**config.mk**
```make
export PLATFORM = sky130hd
export DESIGN_NAME = fps_top
export DESIGN_NICKNAME = d
export VERILOG_FILES = /design/src/hdl/fps_cfg_pkg.sv /design/src/hdl/fps_ctrl_pkg.sv /design/src/hdl/fps_ctrl.sv /design/src/hdl/fps_dist_calc.sv /design/src/hdl/fps_max_sel.sv /design/src/hdl/fps_pnt_store.sv /design/src/hdl/fps_top.sv
export SDC_FILE = /design/constraint.sdc
export NUM_CORES = 2
export LEC_CHECK = 0
export BUFFER_PORTS_ARGS = -buffer_cell sky130_fd_sc_hd__buf_2
export CORE_ASPECT_RATIO = 2
export CORE_MARGIN = 5
export CORE_UTILIZATION = 49
export CTS_BUF_LIST = sky130_fd_sc_hd__clkbuf_8 sky130_fd_sc_hd__clkbuf_16
export DETAILED_ROUTE_END_ITERATION = 10
export GPL_ROUTABILITY_DRIVEN = 0
export GPL_TIMING_DRIVEN = 0
export PLACE_DENSITY = 0.61
export SYNTH_ARGS = -nofsm -noshare
export SYNTH_HDL_FRONTEND = slang
export SYNTH_HIERARCHICAL = 1
export SYNTH_SLANG_ARGS = --single-unit
```
**constraint.sdc**
```tcl
create_clock -name clk -period 26.5 [get_ports clk]
set_input_delay 0 -clock clk [delete_from_list [all_inputs] [get_ports clk]]
set_output_delay 0 -clock clk [all_outputs]
set_load 0.03 [all_outputs]
```
**src/hdl/fps_cfg_pkg.sv**
```systemverilog
package fps_cfg_pkg;

    // =========================================================================
    // Point geometry
    // =========================================================================

    // One unsigned coordinate
    localparam int CRD_WIDTH = 8;

    // x, y, z packed with x in the low bits
    localparam int CRD_DIM   = 3;
    localparam int PNT_WIDTH = CRD_WIDTH * CRD_DIM;

    // =========================================================================
    // Distances
    // =========================================================================

    // Sum of CRD_DIM squares of a coordinate difference
    localparam int DIST_WIDTH = 2 * CRD_WIDTH + $clog2(CRD_DIM);

    // Starting minimum, larger than any real distance
    localparam logic [DIST_WIDTH-1:0] DIST_MAX = '1;

endpackage

```
**src/hdl/fps_ctrl_pkg.sv**
```systemverilog
package fps_ctrl_pkg;

    // Pass sequencing of the sampling controller
    typedef enum logic [1:0] {
        ST_IDLE  = 2'd0,
        ST_SEED  = 2'd1,
        ST_LOOP  = 2'd2,
        ST_DRAIN = 2'd3
    } fps_state_e;

endpackage

```
**src/hdl/fps_ctrl.sv**
```systemverilog
module fps_ctrl #(
    parameter int max_pnt   = 32,
    parameter int idx_width = 5
) (
    input  logic                 clk,
    input  logic                 rst_n,
    input  logic                 start,
    input  logic [idx_width:0]   cfg_nip,
    input  logic [idx_width:0]   cfg_nop,
    input  logic                 smp_vld,
    output logic                 clr,
    output logic                 rd_en,
    output logic [idx_width-1:0] rd_addr,
    output logic                 rd_seed,
    output logic                 rd_last,
    output logic                 busy,
    output logic                 done
);

    // Point count never exceeds the store capacity
    localparam logic [idx_width:0] nip_cap = (idx_width + 1)'(max_pnt);

    fps_ctrl_pkg::fps_state_e state;
    fps_ctrl_pkg::fps_state_e state_nxt;

    logic [idx_width:0]   nip_q;
    logic [idx_width:0]   nop_q;
    logic [idx_width-1:0] pnt_cnt;
    logic [idx_width:0]   smp_cnt;
    logic                 pnt_last;
    logic                 smp_final;

    // =========================================================================
    // State machine
    // =========================================================================

    assign clr       = start & (state == fps_ctrl_pkg::ST_IDLE);
    assign pnt_last  = ({1'b0, pnt_cnt} + 1'b1) == nip_q;
    assign smp_final = (smp_cnt + 1'b1) == nop_q;

    always_comb begin
        state_nxt = state;
        case (state)
            fps_ctrl_pkg::ST_IDLE: begin
                if (start) begin
                    state_nxt = fps_ctrl_pkg::ST_SEED;
                end
            end
            fps_ctrl_pkg::ST_SEED: state_nxt = fps_ctrl_pkg::ST_DRAIN;
            fps_ctrl_pkg::ST_LOOP: begin
                if (pnt_last) begin
                    state_nxt = fps_ctrl_pkg::ST_DRAIN;
                end
            end
            // Hold until the pass's sample leaves the pipeline
            fps_ctrl_pkg::ST_DRAIN: begin
                if (smp_vld) begin
                    state_nxt = smp_final ? fps_ctrl_pkg::ST_IDLE : fps_ctrl_pkg::ST_LOOP;
                end
            end
            default: state_nxt = fps_ctrl_pkg::ST_IDLE;
        endcase
    end

    always_ff @(posedge clk or negedge rst_n) begin
        if (!rst_n) begin
            state <= fps_ctrl_pkg::ST_IDLE;
            done  <= 1'b0;
        end else begin
            state <= state_nxt;
            done  <= (state == fps_ctrl_pkg::ST_DRAIN) & smp_vld & smp_final;
        end
    end

    // =========================================================================
    // Configuration and counters
    // =========================================================================

    always_ff @(posedge clk or negedge rst_n) begin
        if (!rst_n) begin
            nip_q   <= '0;
            nop_q   <= '0;
            pnt_cnt <= '0;
            smp_cnt <= '0;
        end else if (clr) begin
            nip_q   <= (cfg_nip > nip_cap) ? nip_cap : cfg_nip;
            nop_q   <= cfg_nop;
            pnt_cnt <= '0;
            smp_cnt <= '0;
        end else begin
            // Address wraps at the end of every loop pass
            if (state == fps_ctrl_pkg::ST_LOOP) begin
                pnt_cnt <= pnt_last ? '0 : pnt_cnt + 1'b1;
            end
            if (smp_vld) begin
                smp_cnt <= smp_cnt + 1'b1;
            end
        end
    end

    assign rd_en   = (state == fps_ctrl_pkg::ST_SEED) | (state == fps_ctrl_pkg::ST_LOOP);
    assign rd_addr = pnt_cnt;
    assign rd_seed = (state == fps_ctrl_pkg::ST_SEED);
    assign rd_last = (state == fps_ctrl_pkg::ST_LOOP) & pnt_last;
    assign busy    = (state != fps_ctrl_pkg::ST_IDLE);

endmodule

```
**src/hdl/fps_dist_calc.sv**
```systemverilog
module fps_dist_calc #(
    parameter int idx_width = 5
) (
    input  logic                                clk,
    input  logic                                rst_n,
    input  logic                                q_vld,
    input  logic [idx_width-1:0]                q_idx,
    input  logic [fps_cfg_pkg::PNT_WIDTH-1:0]   q_crd,
    input  logic [fps_cfg_pkg::DIST_WIDTH-1:0]  q_dist,
    input  logic                                q_mask,
    input  logic                                q_seed,
    input  logic                                q_last,
    input  logic [fps_cfg_pkg::PNT_WIDTH-1:0]   ctr_crd,
    output logic                                d_vld,
    output logic [idx_width-1:0]                d_idx,
    output logic [fps_cfg_pkg::PNT_WIDTH-1:0]   d_crd,
    output logic [fps_cfg_pkg::DIST_WIDTH-1:0]  d_dist,
    output logic                                d_mask,
    output logic                                d_seed,
    output logic                                d_last
);

    logic [fps_cfg_pkg::DIST_WIDTH-1:0] dist_sq;
    logic [fps_cfg_pkg::DIST_WIDTH-1:0] dist_min;

    // Squared distance to the centre, one coordinate at a time
    always_comb begin
        logic [fps_cfg_pkg::CRD_WIDTH-1:0]   crd_a;
        logic [fps_cfg_pkg::CRD_WIDTH-1:0]   crd_b;
        logic [fps_cfg_pkg::CRD_WIDTH-1:0]   diff;
        logic [2*fps_cfg_pkg::CRD_WIDTH-1:0] sq;
        dist_sq = '0;
        for (int i = 0; i < fps_cfg_pkg::CRD_DIM; i++) begin
            crd_a   = q_crd[i*fps_cfg_pkg::CRD_WIDTH +: fps_cfg_pkg::CRD_WIDTH];
            crd_b   = ctr_crd[i*fps_cfg_pkg::CRD_WIDTH +: fps_cfg_pkg::CRD_WIDTH];
            diff    = (crd_a > crd_b) ? crd_a - crd_b : crd_b - crd_a;
            sq      = diff * diff;
            dist_sq = dist_sq + fps_cfg_pkg::DIST_WIDTH'(sq);
        end
    end

    // Nearest chosen sample so far
    assign dist_min = (dist_sq < q_dist) ? dist_sq : q_dist;

    always_ff @(posedge clk or negedge rst_n) begin
        if (!rst_n) begin
            d_vld  <= 1'b0;
            d_seed <= 1'b0;
            d_last <= 1'b0;
        end else begin
            d_vld  <= q_vld;
            d_seed <= q_vld & q_seed;
            d_last <= q_vld & q_last;
        end
    end

    always_ff @(posedge clk) begin
        if (q_vld) begin
            d_idx  <= q_idx;
            d_crd  <= q_crd;
            d_dist <= dist_min;
            d_mask <= q_mask;
        end
    end

endmodule

```
**src/hdl/fps_max_sel.sv**
```systemverilog
module fps_max_sel #(
    parameter int idx_width = 5
) (
    input  logic                                clk,
    input  logic                                rst_n,
    input  logic                                d_vld,
    input  logic [idx_width-1:0]                d_idx,
    input  logic [fps_cfg_pkg::PNT_WIDTH-1:0]   d_crd,
    input  logic [fps_cfg_pkg::DIST_WIDTH-1:0]  d_dist,
    input  logic                                d_mask,
    input  logic                                d_seed,
    input  logic                                d_last,
    output logic                                wb_en,
    output logic [idx_width-1:0]                wb_idx,
    output logic [fps_cfg_pkg::DIST_WIDTH-1:0]  wb_dist,
    output logic                                smp_vld,
    output logic [idx_width-1:0]                smp_idx,
    output logic [fps_cfg_pkg::PNT_WIDTH-1:0]   smp_crd,
    output logic [fps_cfg_pkg::PNT_WIDTH-1:0]   ctr_crd
);

    logic                               best_vld;
    logic [idx_width-1:0]               best_idx;
    logic [fps_cfg_pkg::PNT_WIDTH-1:0]  best_crd;
    logic [fps_cfg_pkg::DIST_WIDTH-1:0] best_dist;
    logic                               take;

    // Seed read carries a stale centre, so only loop points write back
    assign wb_en   = d_vld & ~d_seed;
    assign wb_idx  = d_idx;
    assign wb_dist = d_dist;

    // Strictly larger wins, lowest index keeps ties
    assign take = d_vld & ~d_seed & ~d_mask & (~best_vld | (d_dist > best_dist));

    // =========================================================================
    // Running best and sample output
    // =========================================================================

    always_ff @(posedge clk or negedge rst_n) begin
        if (!rst_n) begin
            best_vld <= 1'b0;
            smp_vld  <= 1'b0;
        end else begin
            smp_vld <= d_vld & (d_seed | d_last);
            if (d_vld & d_last) begin
                best_vld <= 1'b0;
            end else if (take) begin
                best_vld <= 1'b1;
            end
        end
    end

    always_ff @(posedge clk) begin
        if (take) begin
            best_idx  <= d_idx;
            best_crd  <= d_crd;
            best_dist <= d_dist;
        end
        if (d_vld & d_seed) begin
            smp_idx <= d_idx;
            smp_crd <= d_crd;
        end else if (d_vld & d_last) begin
            // Last point of the pass may itself be the farthest
            smp_idx <= take ? d_idx : best_idx;
            smp_crd <= take ? d_crd : best_crd;
        end
    end

    // Latest sample is the next pass's centre
    assign ctr_crd = smp_crd;

endmodule

```
**src/hdl/fps_pnt_store.sv**
```systemverilog
module fps_pnt_store #(
    parameter int max_pnt   = 32,
    parameter int idx_width = 5
) (
    input  logic                                clk,
    input  logic                                rst_n,
    input  logic                                pt_wr,
    input  logic [idx_width-1:0]                pt_addr,
    input  logic [fps_cfg_pkg::PNT_WIDTH-1:0]   pt_crd,
    input  logic                                clr,
    input  logic                                rd_en,
    input  logic [idx_width-1:0]                rd_addr,
    input  logic                                rd_seed,
    input  logic                                rd_last,
    output logic                                q_vld,
    output logic [idx_width-1:0]                q_idx,
    output logic [fps_cfg_pkg::PNT_WIDTH-1:0]   q_crd,
    output logic [fps_cfg_pkg::DIST_WIDTH-1:0]  q_dist,
    output logic                                q_mask,
    output logic                                q_seed,
    output logic                                q_last,
    input  logic                                wb_en,
    input  logic [idx_width-1:0]                wb_idx,
    input  logic [fps_cfg_pkg::DIST_WIDTH-1:0]  wb_dist,
    input  logic                                smp_vld,
    input  logic [idx_width-1:0]                smp_idx
);

    logic [fps_cfg_pkg::PNT_WIDTH-1:0]  crd_mem  [max_pnt];
    logic [fps_cfg_pkg::DIST_WIDTH-1:0] dist_mem [max_pnt];
    logic [max_pnt-1:0]                 mask;

    // Host load port
    always_ff @(posedge clk) begin
        if (pt_wr) begin
            crd_mem[pt_addr] <= pt_crd;
        end
    end

    // Running minimum per point, reopened at every run
    always_ff @(posedge clk) begin
        if (clr) begin
            for (int i = 0; i < max_pnt; i++) begin
                dist_mem[i] <= fps_cfg_pkg::DIST_MAX;
            end
        end else if (wb_en) begin
            dist_mem[wb_idx] <= wb_dist;
        end
    end

    // Chosen points are masked out of later selections
    always_ff @(posedge clk or negedge rst_n) begin
        if (!rst_n) begin
            mask <= '0;
        end else if (clr) begin
            mask <= '0;
        end else if (smp_vld) begin
            mask[smp_idx] <= 1'b1;
        end
    end

    // =========================================================================
    // Registered read port
    // =========================================================================

    always_ff @(posedge clk or negedge rst_n) begin
        if (!rst_n) begin
            q_vld  <= 1'b0;
            q_seed <= 1'b0;
            q_last <= 1'b0;
        end else begin
            q_vld  <= rd_en;
            q_seed <= rd_en & rd_seed;
            q_last <= rd_en & rd_last;
        end
    end

    always_ff @(posedge clk) begin
        if (rd_en) begin
            q_idx  <= rd_addr;
            q_crd  <= crd_mem[rd_addr];
            q_dist <= dist_mem[rd_addr];
            q_mask <= mask[rd_addr];
        end
    end

endmodule

```
**src/hdl/fps_top.sv**
```systemverilog
module fps_top #(
    parameter int max_pnt   = 32,
    parameter int idx_width = $clog2(max_pnt)
) (
    input  logic                              clk,
    input  logic                              rst_n,
    input  logic                              pt_wr,
    input  logic [idx_width-1:0]              pt_addr,
    input  logic [fps_cfg_pkg::PNT_WIDTH-1:0] pt_crd,
    input  logic                              start,
    input  logic [idx_width:0]                cfg_nip,
    input  logic [idx_width:0]                cfg_nop,
    output logic                              out_vld,
    output logic [idx_width-1:0]              out_idx,
    output logic [fps_cfg_pkg::PNT_WIDTH-1:0] out_crd,
    output logic                              busy,
    output logic                              done
);

    // Controller to store
    logic                 clr;
    logic                 rd_en;
    logic [idx_width-1:0] rd_addr;
    logic                 rd_seed;
    logic                 rd_last;

    // Store to distance stage
    logic                               q_vld;
    logic [idx_width-1:0]               q_idx;
    logic [fps_cfg_pkg::PNT_WIDTH-1:0]  q_crd;
    logic [fps_cfg_pkg::DIST_WIDTH-1:0] q_dist;
    logic                               q_mask;
    logic                               q_seed;
    logic                               q_last;

    // Distance stage to selector
    logic                               d_vld;
    logic [idx_width-1:0]               d_idx;
    logic [fps_cfg_pkg::PNT_WIDTH-1:0]  d_crd;
    logic [fps_cfg_pkg::DIST_WIDTH-1:0] d_dist;
    logic                               d_mask;
    logic                               d_seed;
    logic                               d_last;

    // Selector feedback
    logic                               wb_en;
    logic [idx_width-1:0]               wb_idx;
    logic [fps_cfg_pkg::DIST_WIDTH-1:0] wb_dist;
    logic                               smp_vld;
    logic [idx_width-1:0]               smp_idx;
    logic [fps_cfg_pkg::PNT_WIDTH-1:0]  smp_crd;
    logic [fps_cfg_pkg::PNT_WIDTH-1:0]  ctr_crd;

    fps_ctrl #(
        .max_pnt   (max_pnt),
        .idx_width (idx_width)
    ) ctrl_i (
        .clk     (clk),
        .rst_n   (rst_n),
        .start   (start),
        .cfg_nip (cfg_nip),
        .cfg_nop (cfg_nop),
        .smp_vld (smp_vld),
        .clr     (clr),
        .rd_en   (rd_en),
        .rd_addr (rd_addr),
        .rd_seed (rd_seed),
        .rd_last (rd_last),
        .busy    (busy),
        .done    (done)
    );

    fps_pnt_store #(
        .max_pnt   (max_pnt),
        .idx_width (idx_width)
    ) store_i (
        .clk     (clk),
        .rst_n   (rst_n),
        .pt_wr   (pt_wr),
        .pt_addr (pt_addr),
        .pt_crd  (pt_crd),
        .clr     (clr),
        .rd_en   (rd_en),
        .rd_addr (rd_addr),
        .rd_seed (rd_seed),
        .rd_last (rd_last),
        .q_vld   (q_vld),
        .q_idx   (q_idx),
        .q_crd   (q_crd),
        .q_dist  (q_dist),
        .q_mask  (q_mask),
        .q_seed  (q_seed),
        .q_last  (q_last),
        .wb_en   (wb_en),
        .wb_idx  (wb_idx),
        .wb_dist (wb_dist),
        .smp_vld (smp_vld),
        .smp_idx (smp_idx)
    );

    fps_dist_calc #(
        .idx_width (idx_width)
    ) dist_i (
        .clk     (clk),
        .rst_n   (rst_n),
        .q_vld   (q_vld),
        .q_idx   (q_idx),
        .q_crd   (q_crd),
        .q_dist  (q_dist),
        .q_mask  (q_mask),
        .q_seed  (q_seed),
        .q_last  (q_last),
        .ctr_crd (ctr_crd),
        .d_vld   (d_vld),
        .d_idx   (d_idx),
        .d_crd   (d_crd),
        .d_dist  (d_dist),
        .d_mask  (d_mask),
        .d_seed  (d_seed),
        .d_last  (d_last)
    );

    fps_max_sel #(
        .idx_width (idx_width)
    ) sel_i (
        .clk     (clk),
        .rst_n   (rst_n),
        .d_vld   (d_vld),
        .d_idx   (d_idx),
        .d_crd   (d_crd),
        .d_dist  (d_dist),
        .d_mask  (d_mask),
        .d_seed  (d_seed),
        .d_last  (d_last),
        .wb_en   (wb_en),
        .wb_idx  (wb_idx),
        .wb_dist (wb_dist),
        .smp_vld (smp_vld),
        .smp_idx (smp_idx),
        .smp_crd (smp_crd),
        .ctr_crd (ctr_crd)
    );

    // Samples leave straight from the selector registers
    assign out_vld = smp_vld;
    assign out_idx = smp_idx;
    assign out_crd = smp_crd;

endmodule

```
==> impl_metrics.py <==
metrics = {
    "outcome": {
        "status": "finished clean",
    },
    "die": {
        "core_area_mm2": 0.152,
        "fp.dieArea_mm2": 0.161,
        "ioPinCount": 77,
        "rows": 203,
        "die_width_um": 286,
        "die_h_um": 563,
        "floorplan.initialDensity": 0.491,
    },
    "finish": {
        "drive_above_1_share": 0.168,
        "stdcell_count": 7728,
        "area_growth_syn_to_layout_pct": 12.2,
        "final_common_cell": "edfxtp_1",
        "final_nets": 6010,
        "layout_common_cells": "edfxtp_1 (1487), mux2i_1 (703), inv_1 (313)",
    },
    "yosys": {
        "synth-adder-area-share": 0.0648,
        "synth-xor-area-share": 0.00705,
        "synth_ff_type": "edfxtp_1",
        "syn_area_mm2": 0.0749,
        "synth_edf_count": 1487,
        "yosysUniqueCellTypes": 88,
        "synthMuxAreaShare": 0.108,
        "syn_nets": 5690,
        "avgSynthCellArea_um2": 14.0,
        "synth-compound-area-share": 0.0561,
        "yosys_warnings": 6,
        "netlist_instances": 5341,
        "netlist.area_leader.share": 0.597,
        "ys_seq_area_frac": 0.626,
        "ys_ff_latch": 1582,
        "synth_top_area_cell": "edfxtp_1",
        "ys_top_cells_by_area": "edfxtp_1 (60%), mux2i_1 (9.4%), fa_1 (3.7%)",
        "synthSimpleGateAreaFrac": 0.0957,
        "synth_top_family_by_area": "multiplexers",
        "async_reset_ff_frac": 0.0417,
    },
    "sta": {
        "finClkSkew_ns": 0.0274,
        "slew_headroom": 0.0882,
        "slew_violations": 0,
        "post-route-min-period_ns": 11.79,
        "rsz0062_at_grt": "no",
        "tightest_slew_ns": 1.37,
        "finalHoldViolations": 0,
        "setup_tns_ns": 0,
        "final.period_utilization": 0.445,
        "timing.fmax_mhz": 84.8,
        "setup_viol": 0,
    },
    "routing": {
        "vias": 44900,
        "dr.first_iter.drc_count": 4058,
        "drc": 0,
        "firstDrtPassIters": 6,
        "viasPerCell": 5.80,
        "final_antenna_net_count": 0,
        "wl_per_cell_um": 26.3,
        "wl_um": 203000,
    },
    "grt": {
        "groute.usage.overall": 0.250,
        "grt_max_degree": 67,
        "overflow": 0,
        "grt_antenna_before_repair": 7,
        "grt_pass1_vias": 46300,
        "grt_pass1_wl_um": 299000,
    },
    "power": {
        "p_sw_uw": 983,
        "combPwrFrac": 0.010,
        "seqPwrFrac": 0.558,
        "clkPwrFrac": 0.433,
        "p_int_uw": 3910,
        "switching_share": 0.201,
        "power_density_mw_per_mm2": 58.3,
        "irDropWorstVdd_v": 0.0000686,
        "p_leak_uw": 0.0353,
    },
    "clocking": {
        "cts.path.max_buffers": 3,
        "post-cts-setup-buffers": 0,
        "postCtsHoldBufs": 69,
        "cts_root_buf": "clkbuf_16",
        "cts_buffers": 145,
        "clk_pin_slew_ns": 0.06,
        "htree_levels": 4,
        "tritoncts": "yes",
        "cts_resized": 0,
        "clkSinkCount": 1582,
        "clk_latency_ns": 0.79,
    },
    "job": {
        "drv_cap": 0,
    },
    "place": {
        "placedCellCount": 7392,
        "dpl.hpwl_um": 148000,
        "io_buffers": 76,
    },
    "setup_path": {
        "critical-path-slowest-cell": "xor2_1",
        "cp_max_fo": 10,
        "critPathLaunch": "store_i/q_crd[0]",
        "regToRegSetupSlack_ns": 14.71,
        "cp.required_ns": 27.01,
        "r2r_cells": 37,
        "crit_top_cell": "fa_1",
        "max_stage_delay_ns": 0.64,
        "critPathCapture": "dist_i/d_dist[8]",
        "r2r_start": "store_i/q_crd[0]",
        "cp.arrival_ns": 12.30,
        "cp-start-kind": "flip-flop",
        "critPathKind": "reg2reg",
        "worst_setup_path_end_kind": "flip-flop",
        "rr_endpoint": "dist_i/d_dist[8]",
    },
    "min_path": {
        "hp-class": "in2reg",
    },
}
[power by group through the flow]
stage | combinational (µW) | sequential (µW) | clock [µW]
final | 46.6 | 2730 | 2120
after global routing | 50.8 | 2730 | 2250
after CTS | 46.6 | 2730 | 2160
after detailed placement | 40.1 | 2780 | 0
after global placement | 35.1 | 2780 | 0
after floorplan | 9.19 | 2780 | 0
[cell families (layout without fill, tap and decap cells)]
logic type / count (synthesis) / count (layout)
xor gates and xnor gates: 53 / 53
adders and majority gates: 304 / 304
DFF: 1582 / 1582
and+or+nand+nor: 1319 / 1319
other: 0 / 1
buffers and inverters: 689 / 1128
AOI/OAI and AO/OA: 614 / 614
muxes: 780 / 780
[flip-flops by register name (all words and copies together), names as in the netlist, 2 cells and up]
name and flops:
store_i/q_crd 24, store_i/q_idx 5, ctrl_i/nop_q 6, sel_i/best_idx 5
ctrl_i/rd_addr 5, dist_i/d_idx 5, sel_i/smp_idx 5, ctrl_i/nip_q 6
ctrl_i/smp_cnt 6, store_i/q_dist 18, store_i/dist_mem 576, sel_i/ctr_crd 24
store_i/mask 32, store_i/crd_mem 768, sel_i/best_dist 18, sel_i/best_crd 24
dist_i/d_dist 18, dist_i/d_crd 24, ctrl_i/state 2
[per-layer routing]
metal / GRT usage / vias to the layer above / wire length, µm
met4: 0.0971 / 0 / 8870
met3: 0.0327 / 374 / 12000
met1: 0.316 / 22800 / 78900
li1: - / 20200 / -
met2: 0.437 / 1536 / 103000
met5: 0 / - / 0
[how the worst min path moves through the flow]
stage                from                      end  slack [ns]  cells past startpoint
2_1_floorplan       rst_n              ctrl_i/done       -0.30                      0
3_3_place_gp   cfg_nop[4]          ctrl_i/nop_q[4]        0.19                      3
3_5_place_dp        rst_n          ctrl_i/nip_q[4]        0.16                      1
4_1_cts        pt_addr[3]  store_i/crd_mem[15][13]       0.005                      3
5_1_grt        pt_addr[3]  store_i/crd_mem[15][15]        0.06                      3
6_report       pt_addr[3]  store_i/crd_mem[13][13]        0.06                      3
[critical path: cells and delay by family, from the launching register on]
kind | cells | cell delay (ns)
XOR/XNOR | 2 | 1.14
adder cells (fa/ha/maj) | 11 | 4.76
flip-flops | 1 | 0.43
buffers and inverters | 7 | 1.01
AO/OA/AOI/OAI | 13 | 3.22
multiplexers | 2 | 0.65
AND/OR/NAND/NOR | 2 | 0.29
[cell usage after synthesis, types with 14 or more instances]
master / number
edfxtp_1: 1487
mux2i_1: 703
buf_2: 47
buf_6: 14
inv_1: 286
buf_4: 107
xor2_1: 20
a31oi_1: 54
mux2_2: 37
a21o_1: 33
xnor2_1: 26
dfxtp_1: 29
fa_1: 139
nand2b_1: 35
buf_1: 16
or2_2: 302
ha_1: 165
a22oi_1: 130
o21ai_0: 17
nand3_1: 146
nor2_1: 160
dfrtp_1: 66
nand2_1: 225
a22o_1: 86
nand3b_1: 15
clkbuf_1: 208
o21bai_1: 21
nand4_1: 19
mux2_4: 40
a21oi_1: 206
or3_1: 292
nor3_1: 55
nor2b_1: 17
[cell type report]
type	instances	area [µm²]
Multi-Input combinational cell	3070	25100
Fill cell	12400	68400
Tap cell	1947	2440
Antenna cell	1	2.50
Timing Repair Buffer	173	1600
Inverter	291	1090
Sequential cell	1582	46900
Clock buffer	152	3740
Clock inverter	114	1070
Buffer	398	2080
[stage by stage]
step / power (µW) / worst slack (ns) / hold slack [ns] / instance area, µm² / util
finish: 4890 / 14.71 / 0.0650 / 84000 / 0.551
global route: 5030 / 14.04 / 0.0615 / 84000 / 0.551
CTS: 4930 / 14.65 / 0.00497 / 84000 / 0.551
detailed placement: 2820 / 14.73 / 0.160 / 78400 / 0.515
global placement: 2820 / 14.82 / 0.190 / 77700 / 0.510
floorplan: 2790 / 16.70 / -0.296 / 74900 / -
(Power assumes the default switching activity.)
